[src/hdl/spi_cfg_pkg.sv]
// ##############################
// SPI host sizing package
// Default word width, clock divider and counter widths
// ##############################
package spi_cfg_pkg;

    // Bits per SPI word unless the top level overrides it
    parameter int data_width_default = 16;

    // System clocks per SCLK half period
    parameter int clk_div_default = 8;

    // Width of a counter that runs from 0 to n-1
    // Never narrower than one bit, so a divider of 1 still has a counter
    function automatic int cnt_width(input int n);
        int w;
        if (n > 1) begin
            w = $clog2(n);
        end else begin
            w = 1;
        end
        return w;
    endfunction

    // Width of the SCLK divider counter for a given divider
    function automatic int div_cnt_width(input int clk_div);
        return cnt_width(clk_div);
    endfunction

    // Width of the bit counter for a given word width
    function automatic int bit_cnt_width(input int data_width);
        return cnt_width(data_width);
    endfunction

endpackage

[src/hdl/spi_ctrl_pkg.sv]
// ##############################
// SPI host control package
// Opcode and engine state encodings
// ##############################
package spi_ctrl_pkg;

    // Command opcodes
    typedef enum logic [1:0] {
        op_exchange = 2'b00,    // Send word, return received word
        op_write    = 2'b01,    // Send word, no response
        op_read     = 2'b10     // Send zeros, return received word
    } spi_op_e;

    // Shift engine states
    typedef enum logic [2:0] {
        st_idle        = 3'd0,
        st_cs_assert   = 3'd1,  // One cycle of CS setup before SCLK
        st_transfer    = 3'd2,
        st_cs_deassert = 3'd3   // CS back high, completion pulse
    } spi_state_e;

    // Opcodes that produce a response word
    function automatic logic op_has_response(input spi_op_e op);
        return op != op_write;
    endfunction

endpackage

[src/hdl/spi_cmd_stage.sv]
// ##############################
// SPI command intake stage
// One-entry holding register ahead of the engine
// ##############################
module spi_cmd_stage #(
    parameter int data_width = spi_cfg_pkg::data_width_default
) (
    input  logic                    clk,
    input  logic                    rst,

    // Command input
    input  logic                    cmd_valid,
    output logic                    cmd_ready,
    input  spi_ctrl_pkg::spi_op_e   cmd_op,
    input  logic [data_width-1:0]   cmd_data,

    // Toward the shift engine
    output logic                    xfer_valid,
    input  logic                    xfer_ready,
    output spi_ctrl_pkg::spi_op_e   xfer_op,
    output logic [data_width-1:0]   xfer_data
);

    import spi_ctrl_pkg::*;

    logic                   full;
    spi_op_e                hold_op;
    logic [data_width-1:0]  hold_data;
    logic                   cmd_fire;
    logic                   xfer_fire;

    // Room when empty, or when the engine takes the entry this cycle
    assign cmd_ready = !full || xfer_ready;

    assign cmd_fire  = cmd_valid && cmd_ready;
    assign xfer_fire = full && xfer_ready;

    // Occupancy flag
    always_ff @(posedge clk or posedge rst) begin
        if (rst) begin
            full <= 1'b0;
        end else if (cmd_fire) begin
            full <= 1'b1;           // Load wins over drain
        end else if (xfer_fire) begin
            full <= 1'b0;
        end
    end

    // Command payload
    always_ff @(posedge clk) begin
        if (cmd_fire) begin
            hold_op   <= cmd_op;
            hold_data <= cmd_data;
        end
    end

    assign xfer_valid = full;
    assign xfer_op    = hold_op;
    assign xfer_data  = hold_data;

    // Offered command must not change until the engine takes it
    a_xfer_stable : assert property (
        @(posedge clk) disable iff (rst)
        (xfer_valid && !xfer_ready) |=> (xfer_valid && $stable(xfer_op) && $stable(xfer_data))
    ) else $error("xfer payload changed while stalled");

endmodule

[src/hdl/spi_host_top.sv]
// ##############################
// SPI host subsystem top
// Command stage, shift engine, response stage
// ##############################
module spi_host_top #(
    parameter int data_width = spi_cfg_pkg::data_width_default,
    parameter int clk_div    = spi_cfg_pkg::clk_div_default
) (
    input  logic                    clk,
    input  logic                    rst,

    // Command interface
    input  logic                    cmd_valid,
    output logic                    cmd_ready,
    input  spi_ctrl_pkg::spi_op_e   cmd_op,
    input  logic [data_width-1:0]   cmd_data,

    // Response interface
    output logic                    rsp_valid,
    input  logic                    rsp_ready,
    output logic [data_width-1:0]   rsp_data,

    // SPI pins
    output logic                    spi_sclk,
    output logic                    spi_cs_n,
    output logic                    spi_mosi,
    input  logic                    spi_miso
);

    import spi_ctrl_pkg::*;

    // Cmd stage to engine
    logic                   xfer_valid;
    logic                   xfer_ready;
    spi_op_e                xfer_op;
    logic [data_width-1:0]  xfer_data;

    // Engine to rsp stage
    logic                   done_valid;
    spi_op_e                done_op;
    logic [data_width-1:0]  done_data;
    logic                   rsp_space;

    spi_cmd_stage #(
        .data_width (data_width)
    ) i_spi_cmd_stage (
        .clk        (clk),
        .rst        (rst),
        .cmd_valid  (cmd_valid),
        .cmd_ready  (cmd_ready),
        .cmd_op     (cmd_op),
        .cmd_data   (cmd_data),
        .xfer_valid (xfer_valid),
        .xfer_ready (xfer_ready),
        .xfer_op    (xfer_op),
        .xfer_data  (xfer_data)
    );

    spi_shift_engine #(
        .data_width (data_width),
        .clk_div    (clk_div)
    ) i_spi_shift_engine (
        .clk        (clk),
        .rst        (rst),
        .xfer_valid (xfer_valid),
        .xfer_ready (xfer_ready),
        .xfer_op    (xfer_op),
        .xfer_data  (xfer_data),
        .rsp_space  (rsp_space),
        .done_valid (done_valid),
        .done_op    (done_op),
        .done_data  (done_data),
        .spi_sclk   (spi_sclk),
        .spi_cs_n   (spi_cs_n),
        .spi_mosi   (spi_mosi),
        .spi_miso   (spi_miso)
    );

    spi_rsp_stage #(
        .data_width (data_width)
    ) i_spi_rsp_stage (
        .clk        (clk),
        .rst        (rst),
        .done_valid (done_valid),
        .done_op    (done_op),
        .done_data  (done_data),
        .rsp_space  (rsp_space),
        .rsp_valid  (rsp_valid),
        .rsp_ready  (rsp_ready),
        .rsp_data   (rsp_data)
    );

endmodule

[src/hdl/spi_rsp_stage.sv]
// ##############################
// SPI response stage
// Holds one received word, drops write completions
// ##############################
module spi_rsp_stage #(
    parameter int data_width = spi_cfg_pkg::data_width_default
) (
    input  logic                    clk,
    input  logic                    rst,

    // Completion from the engine
    input  logic                    done_valid,
    input  spi_ctrl_pkg::spi_op_e   done_op,
    input  logic [data_width-1:0]   done_data,
    output logic                    rsp_space,

    // Response output
    output logic                    rsp_valid,
    input  logic                    rsp_ready,
    output logic [data_width-1:0]   rsp_data
);

    import spi_ctrl_pkg::*;

    logic                   full;
    logic [data_width-1:0]  hold_data;
    logic                   capture;
    logic                   rsp_fire;

    // Writes finish silently
    assign capture  = done_valid && op_has_response(done_op);
    assign rsp_fire = full && rsp_ready;

    always_ff @(posedge clk or posedge rst) begin
        if (rst) begin
            full <= 1'b0;
        end else if (capture) begin
            full <= 1'b1;
        end else if (rsp_fire) begin
            full <= 1'b0;
        end
    end

    always_ff @(posedge clk) begin
        if (capture) begin
            hold_data <= done_data;
        end
    end

    // Engine starts a word only into an empty stage
    assign rsp_space = !full;

    assign rsp_valid = full;
    assign rsp_data  = hold_data;

    // Engine must have waited for space before starting this word
    a_no_overrun : assert property (
        @(posedge clk) disable iff (rst)
        done_valid |-> !full
    ) else $error("completion arrived while response stage full");

endmodule

[src/hdl/spi_shift_engine.sv]
// ##############################
// SPI shift engine
// Full-duplex word transfer, SCLK idle low
// ##############################
module spi_shift_engine #(
    parameter int data_width = spi_cfg_pkg::data_width_default,
    parameter int clk_div    = spi_cfg_pkg::clk_div_default
) (
    input  logic                    clk,
    input  logic                    rst,

    // Command from the intake stage
    input  logic                    xfer_valid,
    output logic                    xfer_ready,
    input  spi_ctrl_pkg::spi_op_e   xfer_op,
    input  logic [data_width-1:0]   xfer_data,

    // Completion toward the response stage
    input  logic                    rsp_space,
    output logic                    done_valid,
    output spi_ctrl_pkg::spi_op_e   done_op,
    output logic [data_width-1:0]   done_data,

    // SPI pins
    output logic                    spi_sclk,
    output logic                    spi_cs_n,
    output logic                    spi_mosi,
    input  logic                    spi_miso
);

    import spi_cfg_pkg::*;
    import spi_ctrl_pkg::*;

    localparam int div_w = div_cnt_width(clk_div);
    localparam int bit_w = bit_cnt_width(data_width);

    spi_state_e             state;
    logic [div_w-1:0]       div_cnt;
    logic [bit_w-1:0]       bit_cnt;
    logic [data_width-1:0]  tx_shift;
    logic [data_width-1:0]  rx_shift;
    spi_op_e                cur_op;

    logic                   xfer_fire;
    logic                   div_last;
    logic                   bit_last;
    logic                   sclk_tick;
    logic                   sclk_rise;
    logic                   sclk_fall;

    // Only start a word when the response stage can take the result
    assign xfer_ready = (state == st_idle) && rsp_space;
    assign xfer_fire  = xfer_valid && xfer_ready;

    assign div_last  = div_cnt == div_w'(clk_div - 1);
    assign bit_last  = bit_cnt == bit_w'(data_width - 1);
    assign sclk_tick = (state == st_transfer) && div_last;
    assign sclk_rise = sclk_tick && !spi_sclk;     // SCLK about to go high
    assign sclk_fall = sclk_tick && spi_sclk;      // SCLK about to go low

    // FSM, SCLK divider and pin registers
    always_ff @(posedge clk or posedge rst) begin
        if (rst) begin
            state      <= st_idle;
            div_cnt    <= '0;
            bit_cnt    <= '0;
            spi_sclk   <= 1'b0;
            spi_cs_n   <= 1'b1;
            spi_mosi   <= 1'b0;
            done_valid <= 1'b0;
        end else begin
            done_valid <= 1'b0;
            case (state)
                st_idle: begin
                    if (xfer_fire) begin
                        spi_cs_n <= 1'b0;
                        state    <= st_cs_assert;
                    end
                end
                st_cs_assert: begin
                    div_cnt <= '0;
                    bit_cnt <= '0;
                    state   <= st_transfer;
                end
                st_transfer: begin
                    if (div_last) begin
                        div_cnt  <= '0;
                        spi_sclk <= ~spi_sclk;
                        if (sclk_rise) begin
                            spi_mosi <= tx_shift[data_width-1];  // MSB first
                        end else if (bit_last) begin
                            // Last falling edge ends the word
                            spi_cs_n   <= 1'b1;
                            spi_mosi   <= 1'b0;
                            done_valid <= 1'b1;
                            state      <= st_cs_deassert;
                        end else begin
                            bit_cnt <= bit_cnt + 1'b1;
                        end
                    end else begin
                        div_cnt <= div_cnt + 1'b1;
                    end
                end
                st_cs_deassert: begin
                    state <= st_idle;
                end
                default: begin
                    state <= st_idle;
                end
            endcase
        end
    end

    // Shift registers and opcode of the word in flight
    always_ff @(posedge clk) begin
        if (xfer_fire) begin
            tx_shift <= (xfer_op == op_read) ? '0 : xfer_data;
            cur_op   <= xfer_op;
        end else if (sclk_rise) begin
            tx_shift <= tx_shift << 1;
        end
        if (sclk_fall) begin
            rx_shift <= {rx_shift[data_width-2:0], spi_miso};   // Sample MISO
        end
    end

    // Both hold still through st_cs_deassert
    assign done_op   = cur_op;
    assign done_data = rx_shift;

    a_sclk_in_cs : assert property (
        @(posedge clk) disable iff (rst)
        spi_sclk |-> !spi_cs_n
    ) else $error("SCLK high with chip select released");

    a_done_pulse : assert property (
        @(posedge clk) disable iff (rst)
        done_valid |=> !done_valid
    ) else $error("done_valid longer than one cycle");

endmodule

[config.mk]
export PLATFORM = sky130hd
export DESIGN_NAME = spi_host_top
export DESIGN_NICKNAME = d
export VERILOG_FILES = /design/src/hdl/spi_cfg_pkg.sv /design/src/hdl/spi_ctrl_pkg.sv /design/src/hdl/spi_cmd_stage.sv /design/src/hdl/spi_host_top.sv /design/src/hdl/spi_rsp_stage.sv /design/src/hdl/spi_shift_engine.sv
export SDC_FILE = /design/constraint.sdc
export NUM_CORES = 1
export LEC_CHECK = 0
export ABC_AREA = 0
export BUFFER_PORTS_ARGS = -buffer_cell sky130_fd_sc_hd__buf_2
export CAP_MARGIN = 20
export CELL_PAD_IN_SITES_DETAIL_PLACEMENT = 1
export CELL_PAD_IN_SITES_GLOBAL_PLACEMENT = 2
export CORE_MARGIN = 4
export CORE_UTILIZATION = 41
export CTS_BUF_LIST = sky130_fd_sc_hd__clkbuf_4 sky130_fd_sc_hd__clkbuf_8 sky130_fd_sc_hd__clkbuf_16
export DETAILED_ROUTE_END_ITERATION = 10
export GPL_TIMING_DRIVEN = 0
export PLACE_DENSITY = 0.75
export SLEW_MARGIN = 10
export SYNTH_ARGS = -nofsm -noshare
export SYNTH_HDL_FRONTEND = slang
export SYNTH_SLANG_ARGS = --single-unit
[constraint.sdc]
create_clock -name clk -period 2.98 [get_ports clk]
set_input_delay 0.447 -clock clk [delete_from_list [all_inputs] [get_ports clk]]
set_output_delay 0.447 -clock clk [all_outputs]
set_load 0.01 [all_outputs]
---- Word level (Yosys, flattened, before mapping) ----
Cells that the tools add are included.
word-level totals
  register bits after elaboration ......... 84
  input bits .............................. 23
  output and inout port bits .............. 21
  word-level logic and storage cells ...... 81
operators by class
  $add $sub $neg .......................... 2
  eq/ne operators ......................... 11
  mux-type cells .......................... 28
  bitwise operators ....................... 1
  reduce and logical (&&, ||, !) cells .... 24
operators by type and width
  kind                                                                      number
  16-bit two-way mux                                                        3
  3-bit two-way mux                                                         5
  1-bit two-way mux                                                         13
  4-bit two-way mux                                                         3
  2-bit nonzero test                                                        6
  3-bit case mux with 3 select lines                                        1
  1-bit logical AND                                                         8
  4-bit case mux with 2 select lines                                        1
  4-bit AND reduction                                                       2
  2-bit by 1-bit inequality test with 1-bit output (second input constant)  3
  2-bit inequality test (second input constant)                             3
  3-bit case mux with 2 select lines                                        1
  5-bit AND reduction                                                       1
  4-bit by 1-bit adder with 4-bit output (second input constant)            1
  4-bit == test (second input constant)                                     1
  3-bit by 1-bit adder with 3-bit output (second input constant)            1
  3-bit by 1-bit == test with 1-bit output (second input constant)          1
  3-bit by 2-bit == test with 1-bit output (second input constant)          1
  3-bit == test (second input constant)                                     1
  1-bit zero test                                                           3
  3-bit zero test                                                           1
  3-bit AND reduction                                                       1
  2-bit == test (second input constant)                                     1
  1-bit case mux with 2 select lines                                        1
  3 further kinds                                                           3

---- Longest topological paths before layout ----
Gate-level depths: netlist of run 1.
  depth in word-level cells ............... 6
  depth in mapped cells ................... 7
  mapped depth without buffers ............ 6

---- Cells and area by module ----
Synthesis of run 1 repeated with hierarchy kept, for this count alone.
second synthesis, totals
  cells, all modules ...................... 169
  area total of the unflattened synthesis .. 3062.9 um^2
by module, submodules not included
  module            instances  cells an instance  area each (um^2)  seq. area each (um^2)
  spi_shift_engine  1          124                1920.6            1347.5
  spi_cmd_stage     1          23                 598.1             565.5
  spi_rsp_stage     1          22                 544.3             505.5

---- Least setup slack after synthesis of run 1 ----
Ideal clock, no wire load.
  path type ............................... register to register
  start ................................... register i_spi_shift_engine.state[0]
  end ..................................... register i_spi_shift_engine.tx_shift[0], enable pin
  library setup time ...................... 0.411 ns
  data arrival time ....................... 2.102 ns
  required time ........................... 2.569 ns
  setup slack ............................. 0.467 ns
  stages on the path, launching flop included .. 6
  buffers on the path ..................... 1
  period minus slack after synthesis ...... 2.513 ns
  cells stage by stage .................... dfrtp_1 > inv_1 > ha_1 > buf_2 > nand2_1 > o21ai_0
on the way
  cells in the longest elaborated chain, start to end .. 4
  elaborated cells on any way between the ends .. 7
  those cells by class .................... eq/ne (1); reduce/logical (6)
ends and longest elaborated chain
  item                                                                                line                                            RTL
  from (decl)                                                                         spi_shift_engine.sv:37                          spi_state_e state;
  from (signal assigned)                                                              spi_shift_engine.sv:64                          state <= st_idle;
  from (signal assigned)                                                              spi_shift_engine.sv:77                          state <= st_cs_assert;
  from (signal assigned)                                                              spi_shift_engine.sv:83                          state <= st_transfer;
  3-bit by 2-bit == test with 1-bit output / 3-bit zero test (equally long branches)  spi_shift_engine.sv:57, spi_shift_engine.sv:52
  1-bit logical AND (on tied branches)                                                spi_shift_engine.sv:57, spi_shift_engine.sv:52
  1-bit logical AND (on tied branches)                                                spi_shift_engine.sv:58, spi_shift_engine.sv:53
  2-bit nonzero test (no line) *                                                      --
  to (signal assigned)                                                                spi_shift_engine.sv:117                         tx_shift <= (xfer_op == op_read) ? '0 : xfer_data;
  to (signal assigned)                                                                spi_shift_engine.sv:120                         tx_shift <= tx_shift << 1;
  to (decl)                                                                           spi_shift_engine.sv:40                          logic [data_width-1:0] tx_shift;
Mark *: on every way between the ends. The rest lies on a longest branch, timed or not.
A chain may end at the register's enable or synchronous reset.

---- Final worst setup path of run 1 ----
  start ................................... register i_spi_shift_engine.state[1]
  end ..................................... register i_spi_cmd_stage.hold_data[13], in the netlist i_spi_cmd_stage.xfer_data[13], enable pin
on the way
  cells in the longest elaborated chain, start to end .. 4
ends and longest elaborated chain
  item                          line                    RTL
  3-bit zero test               spi_shift_engine.sv:52  assign xfer_ready = (state == st_idle) && rsp_space;
  1-bit logical AND             spi_shift_engine.sv:52
  1-bit logical OR              spi_cmd_stage.sv:33     assign cmd_ready = !full || xfer_ready;
  1-bit logical AND             spi_cmd_stage.sv:35     assign cmd_fire = cmd_valid && cmd_ready;
  net i_spi_cmd_stage.cmd_fire  spi_cmd_stage.sv:29     logic cmd_fire;
  to (signal assigned)          spi_cmd_stage.sv:53     hold_data <= cmd_data;
  to (decl)                     spi_cmd_stage.sv:28     logic [data_width-1:0] hold_data;
The timed path passes the listed nets, and every way through them passes these cells.

==> results of run 1 <==
## Yosys cell counts, drive strengths merged, types with 3 or more instances
cell type,n,share of area (%)
nor2,4,0.49
dfrtp,14,11
edfxtp,68,67
nand2b,4,0.90
a21oi,5,1.2
a22o,16,4.6
and2,5,1.0
nand2,5,0.61
and3,3,0.61
ha,7,2.9
nand3,5,0.98
o21ai,5,0.82
inv,11,1.3
## area by class of cell
class / count / area share [%]
plain buffers: 3 / 0.447
clock buffers: 9 / 3.40
clock inverters: 7 / 2.58
inverters: 11 / 1.13
multi-input cells: 77 / 16.4
flip-flops and latches: 83 / 66.4
well taps: 99 / 3.40
repair buffers: 44 / 6.22
## flip-flops by register name, indices dropped and copies added (netlist names)
register                       flops
i_spi_shift_engine.done_valid      1
i_spi_shift_engine.done_op         2
i_spi_rsp_stage.rsp_valid          1
i_spi_shift_engine.spi_mosi        1
i_spi_shift_engine.bit_cnt         4
i_spi_cmd_stage.xfer_valid         1
i_spi_shift_engine.tx_shift       16
i_spi_shift_engine.div_cnt         3
i_spi_shift_engine.spi_sclk        1
i_spi_shift_engine.done_data      16
i_spi_rsp_stage.rsp_data          16
i_spi_cmd_stage.xfer_data         16
i_spi_cmd_stage.xfer_op            2
i_spi_shift_engine.state           2
i_spi_shift_engine.spi_cs_n        1
## worst paths after layout
path	startpoint	to	cells past startpoint	slack [ns]
setup reg to reg	i_spi_shift_engine.state[1]$_DFFE_PP0P_	i_spi_cmd_stage.xfer_data[13]$_DFFE_PP_	5	0.79
hold reg to reg	i_spi_shift_engine.done_data[15]$_DFFE_PP_	i_spi_rsp_stage.rsp_data[15]$_DFFE_PP_	0	0.44
setup / recovery	i_spi_shift_engine.state[1]$_DFFE_PP0P_	i_spi_cmd_stage.xfer_data[13]$_DFFE_PP_	5	0.79
hold / removal	rst	i_spi_shift_engine.bit_cnt[3]$_DFFE_PP0P_	2	0.15
max in group asynchronous	rst	i_spi_shift_engine.spi_mosi$_DFFE_PP0P_	2	2.42
min in group clk	rsp_ready	i_spi_rsp_stage.rsp_valid$_DFFE_PP0P_	2	0.25
## cells by family (layout without fill, tap and decap cells)
group | Yosys count | count (layout) | synth area share (%)
AOI/OAI and AO/OA | 38 | 38 | 9.92
xor gates and xnor gates | 1 | 1 | 0.286
adders and majority gates | 7 | 7 | 2.86
buffers and inverters | 14 | 74 | 1.88
DFF | 83 | 83 | 78.9
muxes | 3 | 3 | 1.18
and+or+nand+nor | 28 | 28 | 4.98
## power groups by stage
stage / registers [mW] / logic, mW / clock network, mW
after floorplan: 1.63 / 0.516 / 0
after global placement: 1.66 / 0.654 / 0
after detailed placement: 1.66 / 0.687 / 0
after CTS: 1.64 / 0.681 / 0.894
after global routing: 1.66 / 0.758 / 0.957
final: 1.64 / 0.669 / 0.871
## metal layers
metal | share of wire, % | up-vias | wire (µm) | global-route usage (%)
met5 | 0 | - | 0 | 0
met3 | 3.7 | 9 | 193 | 4.38
li1 | - | 779 | - | -
met1 | 48 | 812 | 2530 | 18.6
met4 | 1.5 | 0 | 78 | 5.41
met2 | 46 | 34 | 2420 | 19.6
## per-stage QoR
step           worst slack (ns)  hold WS [ns]  TNS [ns]  power [mW]
2_1_floorplan             0.467         0.348         0        2.14
3_3_place_gp             -0.147         0.401     -2.35        2.31
3_5_place_dp              0.762         0.422         0        2.35
4_1_cts                   0.742         0.160         0        3.22
5_1_grt                   0.524         0.199         0        3.37
6_report                  0.788         0.154         0        3.18
## worst max-delay path: cells and delay by family, from the launching register on
kind | cells | cell delay [ns]
AND/OR/NAND/NOR | 1 | 0.69
flip-flops | 1 | 0.41
buffers and inverters | 2 | 0.18
adder cells (fa/ha/maj) | 1 | 0.26
AO/OA/AOI/OAI | 1 | 0.28
==> insert_results.sql, run 1 <==
INSERT INTO impl_metrics (metric_group, metric, value, unit) VALUES
('grt', 'grt_start_max_net_pins', '19', ''),
('layout', 'finished_layout_cell_area', '3640', 'µm²'),
('clocking', 'max-clock-path-buffers', '2', ''),
('die', 'dieArea', '8920', 'µm²'),
('clocking', 'clk-insertion-delay-late', '0.36', 'ns'),
('hold_path', 'hold_removal_path_class', 'in -> async', ''),
('worst_setup_path', 'crit_arrival', '2.18', 'ns'),
('layout', 'fill_cells', '707', ''),
('routing', 'antenna_left', '0', ''),
('grt', 'globalRouteOverflowTotal', '0', ''),
('clocking', 'cts-root-buf', 'clkbuf_8', ''),
('layout', 'sequential_cell_area', '2420', 'µm²'),
('pwr', 'combinational_share_of_power', '21.1', '%'),
('place', 'io_buffers', '43', ''),
('pwr', 'power_switching', '931', 'µW'),
('clocking', 'htreeDepth', '3', ''),
('worst_setup_path', 'worst_setup_path_class', 'reg -> reg', ''),
('routing', 'drt_iter0_drc', '33', ''),
('die', 'floorplan.core_area', '7250', 'µm²'),
('place', 'dp_hpwl', '3650', 'µm'),
('run', 'timing.max_cap.violations', '0', ''),
('synthesis', 'synth_cell_type_count', '37', ''),
('pwr', 'intPower', '2.24', 'mW'),
('layout', 'diodes', '0', ''),
('timing', 'grt_setup_unrepaired', 'false', ''),
('clocking', 'postCtsHoldBufs', '0', ''),
('die', 'io-pin-count', '44', ''),
('pwr', 'power.share.sequential', '51.5', '%'),
('timing', 'setup_viol', '0', ''),
('grt', 'grt_antenna_before_repair', '0', ''),
('clocking', 'clk_pin_slew_worst_paths', '0.09', 'ns'),
('layout', 'syn_to_final_growth', '18.8', '%'),
('layout', 'drive_above_1_share', '30.3', '%'),
('worst_setup_path', 'crit_path_max_incr_delay', '0.69', 'ns'),
('routing', 'count_of_vias_placed_by_the_detailed_router', '1634', ''),
('synthesis', 'synth_edf_count', '68', ''),
('worst_setup_path', 'cp_cell_sequence', 'inv_1 -> ha_1 -> inv_1 -> o21ai_0 -> and2_1', ''),
('synthesis', 'synth.cell_area', '3070', 'µm²'),
('worst_setup_path', 'critPathMostFrequentCell', 'inv_1', ''),
('routing', 'drtPass1Iterations', '4', ''),
('timing', 'headroom_to_the_max_slew_limit', '44.5', '%'),
('die', 'dieHeight', '94.5', 'µm'),
('layout', 'most_common_library_cell_in_the_layout_ignoring_fill_and_taps', 'edfxtp_1', ''),
('layout', 'num-nets-final', '259', ''),
('place', 'place_congestion', '0.735', ''),
('timing', 'period_minus_slack', '2.19', 'ns'),
('synthesis', 'seq_area_frac_synth', '78.9', '%'),
('routing', 'vias_per_cell', '4.91', ''),
('die', 'initial_utilization', '42.3', '%'),
('synthesis', 'synth_area_per_cell', '17.6', 'µm²'),
('grt', 'number_of_global_route_vias_before_repair', '1707', ''),
('outcome', 'run_status', 'finished, final reports clean', ''),
('routing', 'totalWireLength', '5220', 'µm'),
('routing', 'dr_wl_cell', '15.7', 'µm'),
('timing', 'max_slew.worst_pin.slew', '0.833', 'ns'),
('pwr', 'power.share.switching', '29.3', '%'),
('layout', 'final-instance-count-excl-fill', '333', ''),
('grt', 'overall_fraction_of_global_route_tracks_in_use', '13.4', '%'),
('pwr', 'power.ir.vdd_worst', '432', 'µV'),
('clocking', 'cts_inserted_buffers', '9', ''),
('pwr', 'power_density_normalized_to_cell_area', '872', 'nW/µm²'),
('timing', 'min_period_over_period', '73.6', '%'),
('grt', 'grt_pass1_wl', '8870', 'µm'),
('worst_setup_path', 'cpMaxStageDelayCell', 'and2_1', ''),
('clocking', 'clock_sinks', '83', ''),
('synthesis', 'synth_async_sr_flop_share', '18.1', '%'),
('die', 'rows', '31', ''),
('timing', 'timing.fmax', '456', 'MHz'),
('synthesis', 'yosysWarningCount', '0', ''),
('pwr', 'leakage', '1.42', 'nW'),
('place', 'placed_cells_incl_taps', '317', '');
No activity file was read; power rests on OpenSTA's default activity.
==> inputs of run 2 (changes only) <==
Settings changed: ABC_AREA 0 to 1, CORE_UTILIZATION 41 to 39.
Clock period 2.98 ns to 2.3 ns, I/O delays scaled along.
==> run 2 against run 1 <==
- worst hold slack lost 0.072 ns
- total power grew 31%
- sequential share of layout area shrank 1.3 points
- sequential power grew 31%
- design area grew 1.9%
- global-route usage shrank 1.1 points
- largest power group unchanged
==> insert_results.sql, run 2 <==
INSERT INTO impl_metrics (metric_group, metric, value, unit) VALUES
('timing', 'hold_violations', '0', ''),
('grt', 'gr-usage-met3', '3.50', '%'),
('synthesis', 'synth-main-ff-cell', 'edfxtp_1', ''),
('clocking', 'cts-root-buf', 'clkbuf_8', ''),
('timing', 'max_slew.worst_pin.slew', '0.683', 'ns'),
('clocking', 'clk_pin_slew_worst_paths', '0.08', 'ns'),
('synthesis', 'syn_inst', '227', ''),
('grt', 'overall_fraction_of_global_route_tracks_in_use', '12.3', '%'),
('die', 'initial_utilization', '40.6', '%'),
('synthesis', 'yosys-top-cells-count', 'edfxtp_1, nand2_1, inv_1', ''),
('pwr', 'power.share.switching', '32.3', '%'),
('clocking', 'htreeDepth', '3', ''),
('worst_setup_path', 'cp_max_fo', '4', ''),
('timing', 'slew_viol_final', '0', ''),
('place', 'dp_hpwl', '3870', 'µm'),
('layout', 'drive_above_1_share', '26.8', '%'),
('synthesis', 'seq_area_frac_synth', '76.3', '%'),
('synthesis', 'post-synth-top-count-cell', 'edfxtp_1', ''),
('synthesis', 'post_synth_main_area_contributors', 'edfxtp_1, dfrtp_1, nand2_1', ''),
('routing', 'drtPass1Iterations', '4', ''),
('layout', 'utilization', '47.5', '%'),
('clocking', 'clock_sinks', '83', ''),
('synthesis', 'synth_async_sr_flop_share', '18.1', '%'),
('synthesis', 'yosysWarningCount', '0', ''),
('place', 'place_congestion', '0.712', ''),
('worst_setup_path', 'ff2ff_path_depth', '5', ''),
('pwr', 'power_switching', '1.34', 'mW'),
('routing', 'count_of_vias_placed_by_the_detailed_router', '1778', ''),
('layout', 'syn_to_final_growth', '17.1', '%'),
('layout', 'finished_layout_cell_area', '3710', 'µm²'),
('timing', 'min_period_over_period', '89.1', '%'),
('pwr', 'leakage', '1.54', 'nW'),
('synthesis', 'synth_cell_type_count', '26', ''),
('grt', 'grt_start_max_net_pins', '19', ''),
('timing', 'grt_setup_unrepaired', 'false', ''),
('synthesis', 'syn_nets', '257', ''),
('run', 'timing.max_cap.violations', '0', ''),
('worst_setup_path', 'crit-reg2reg-capture', 'i_spi_shift_engine.tx_shift[11]$_DFFE_PP_', ''),
('place', 'io_buffers', '43', ''),
('grt', 'grt_pass1_wl', '9280', 'µm'),
('worst_setup_path', 'regToRegStartpoint', 'i_spi_shift_engine.state[0]$_DFFE_PP0P_', ''),
('worst_setup_path', 'worst_setup_path_class', 'reg -> out', ''),
('worst_setup_path', 'crit_arrival', '1.70', 'ns'),
('routing', 'antenna_left', '0', ''),
('synthesis', 'synth.cell_area', '3170', 'µm²'),
('pwr', 'power_density_normalized_to_cell_area', '1120', 'nW/µm²'),
('worst_setup_path', 'cp_data_required_time', '1.96', 'ns'),
('routing', 'drc', '0', ''),
('timing', 'setup_viol', '0', ''),
('place', 'dpl_cell_area', '3530', 'µm²'),
('clocking', 'clk-insertion-delay-late', '0.34', 'ns'),
('synthesis', 'synth-seq-cells', '83', ''),
('pwr', 'post-layout-total-power', '4.15', 'mW'),
('layout', 'most_common_library_cell_in_the_layout_ignoring_fill_and_taps', 'edfxtp_1', ''),
('worst_setup_path', 'cp_cell_sequence', 'inv_1 -> ha_1 -> inv_1 -> o21ai_0 -> buf_2', ''),
('grt', 'globalRouteOverflowTotal', '0', ''),
('layout', 'mostFrequentLayoutCells', 'edfxtp_1, nand2_1, buf_2', ''),
('grt', 'grt-busiest-layer', 'met2', ''),
('timing', 'period_minus_slack', '2.05', 'ns'),
('die', 'die_w', '98.1', 'µm'),
('die', 'rows', '32', ''),
('clocking', 'cts_inserted_buffers', '9', ''),
('pwr', 'power.ir.vdd_worst', '435', 'µV'),
('clocking', 'max-clock-path-buffers', '2', ''),
('layout', 'num-nets-final', '312', ''),
('synthesis', 'synth_edf_count', '68', ''),
('routing', 'drt_iter0_drc', '74', ''),
('pwr', 'power.share.sequential', '51.7', '%'),
('die', 'dieHeight', '98.1', 'µm'),
('routing', 'vias_per_cell', '4.57', ''),
('timing', 'hold_ws', '0.0819', 'ns'),
('grt', 'number_of_global_route_vias_before_repair', '1844', ''),
('die', 'io-pin-count', '44', ''),
('worst_setup_path', 'setup.reg_to_reg.worst_slack', '0.30', 'ns'),
('outcome', 'run_status', 'finished, final reports clean', ''),
('synthesis', 'synth_area_per_cell', '14.0', 'µm²'),
('die', 'floorplan.core_area', '7810', 'µm²'),
('layout', 'fill_cells', '842', ''),
('layout', 'diodes', '0', ''),
('clocking', 'cts_tree', 'done', ''),
('pwr', 'intPower', '2.81', 'mW'),
('grt', 'groute.layer.met1.usage', '17.0', '%'),
('pwr', 'clock_power_share', '22.5', '%'),
('pwr', 'combinational_share_of_power', '25.8', '%'),
('timing', 'headroom_to_the_max_slew_limit', '54.3', '%'),
('timing', 'timing.fmax', '488', 'MHz'),
('worst_setup_path', 'critPathMostFrequentCell', 'inv_1', ''),
('timing', 'worst_clock_skew', '0.0107', 'ns'),
('worst_setup_path', 'crit_path_max_incr_delay', '0.41', 'ns'),
('routing', 'totalWireLength', '5330', 'µm'),
('worst_setup_path', 'worst_setup_path_start_kind', 'register', ''),
('grt', 'grt_antenna_before_repair', '0', ''),
('routing', 'dr_wl_cell', '13.7', 'µm'),
('synthesis', 'synth_top_area_share', '64.4', '%'),
('die', 'dieArea', '9630', 'µm²'),
('hold_path', 'hold_removal_path_class', 'in -> async', ''),
('grt', 'use_met2', '18.5', '%'),
('worst_setup_path', 'cpMaxStageDelayCell', 'dfrtp_1', ''),
('synthesis', 'leading_area_contributor_after_synthesis', 'edfxtp_1', ''),
('worst_setup_path', 'cp-end-kind', 'output pin', ''),
('clocking', 'cts.repair_timing.setup_buffer_count', '0', '');
-- run 2: changes by cell type in the layout (fill, tap and decap cells not counted), moves of 4 or more --
cell     delta
a22o_1     -16
nand3_1     +8
and2_1      -5
a21oi_1     -4
nand2_1    +56
o21ai_1    +13
buf_6       +4
inv_1       +7
-- run 2: power groups by stage --
stage                     clock network, mW  registers (mW)  logic [mW]
after floorplan                           0            2.15       0.815
after global placement                    0            2.17        1.07
after detailed placement                  0            2.18        1.10
after CTS                             0.963            2.15        1.11
after global routing                   1.05            2.18        1.24
final                                 0.932            2.15        1.07
-- run 2: cell families (layout without fill, tap and decap cells) --
kind of cell | count (synthesis) | in the layout | synth area share (%)
DFF | 83 | 83 | 76.3
and+or+nand+nor | 88 | 88 | 12.8
AOI/OAI and AO/OA | 23 | 23 | 3.87
xor gates and xnor gates | 1 | 1 | 0.276
adders and majority gates | 7 | 7 | 2.76
buffers and inverters | 25 | 85 | 3.95
-- run 2: critical path, delay by kind of cell (launching register included) --
kind            cells  cell delay, ns
flops               1            0.41
compound gates      1            0.31
fa+ha+maj           1            0.27
buf+inv             3            0.39
-- run 2: worst max-delay path by stage --
stage	startpoint	end	slack, ns	depth (start not counted)
floorplan	i_spi_shift_engine.state[0]$_DFFE_PP0P_	i_spi_cmd_stage.xfer_data[0]$_DFFE_PP_	0.34	5
global placement	i_spi_shift_engine.state[0]$_DFFE_PP0P_	i_spi_cmd_stage.xfer_data[9]$_DFFE_PP_	0.03	5
detailed placement	i_spi_shift_engine.state[0]$_DFFE_PP0P_	i_spi_cmd_stage.xfer_data[10]$_DFFE_PP_	-0.01	5
CTS	i_spi_shift_engine.state[0]$_DFFE_PP0P_	cmd_ready	0.21	5
global route	i_spi_shift_engine.state[0]$_DFFE_PP0P_	cmd_ready	0.07	5
finish	i_spi_shift_engine.state[0]$_DFFE_PP0P_	cmd_ready	0.25	5
-- run 2: final cells by class --
cell class              instances  area (µm²)  share of cell area (%)
clock inverters                 7        52.6                    1.42
flip-flops and latches         83        2420                    65.2
inverters                      20        75.1                    2.02
plain buffers                   5        50.0                    1.35
multi-input cells             119         637                    17.2
clock buffers                   9         124                    3.34
repair buffers                 44         226                    6.10
well taps                     102         128                    3.44
-- run 2: per-stage QoR --
stage,std cells,setup TNS [ns],worst slack [ns]
after floorplan,227,0,0.341
after global placement,372,0,0.0317
after detailed placement,373,-0.231,-0.0141
after CTS,389,0,0.208
after global routing,389,0,0.0721
final,389,0,0.252
-- run 2: routing by layer --
layer  vias to the layer above  wire length, µm
li1                        889                -
met5                         -                0
met1                       846             2530
met2                        38             2500
met3                         5              249
met4                         0               53
-- run 2: what timing repair did --
action,CTS,global route
hold buffers,0,0
setup endpoints to repair,18,0
gates resized for setup,1,0
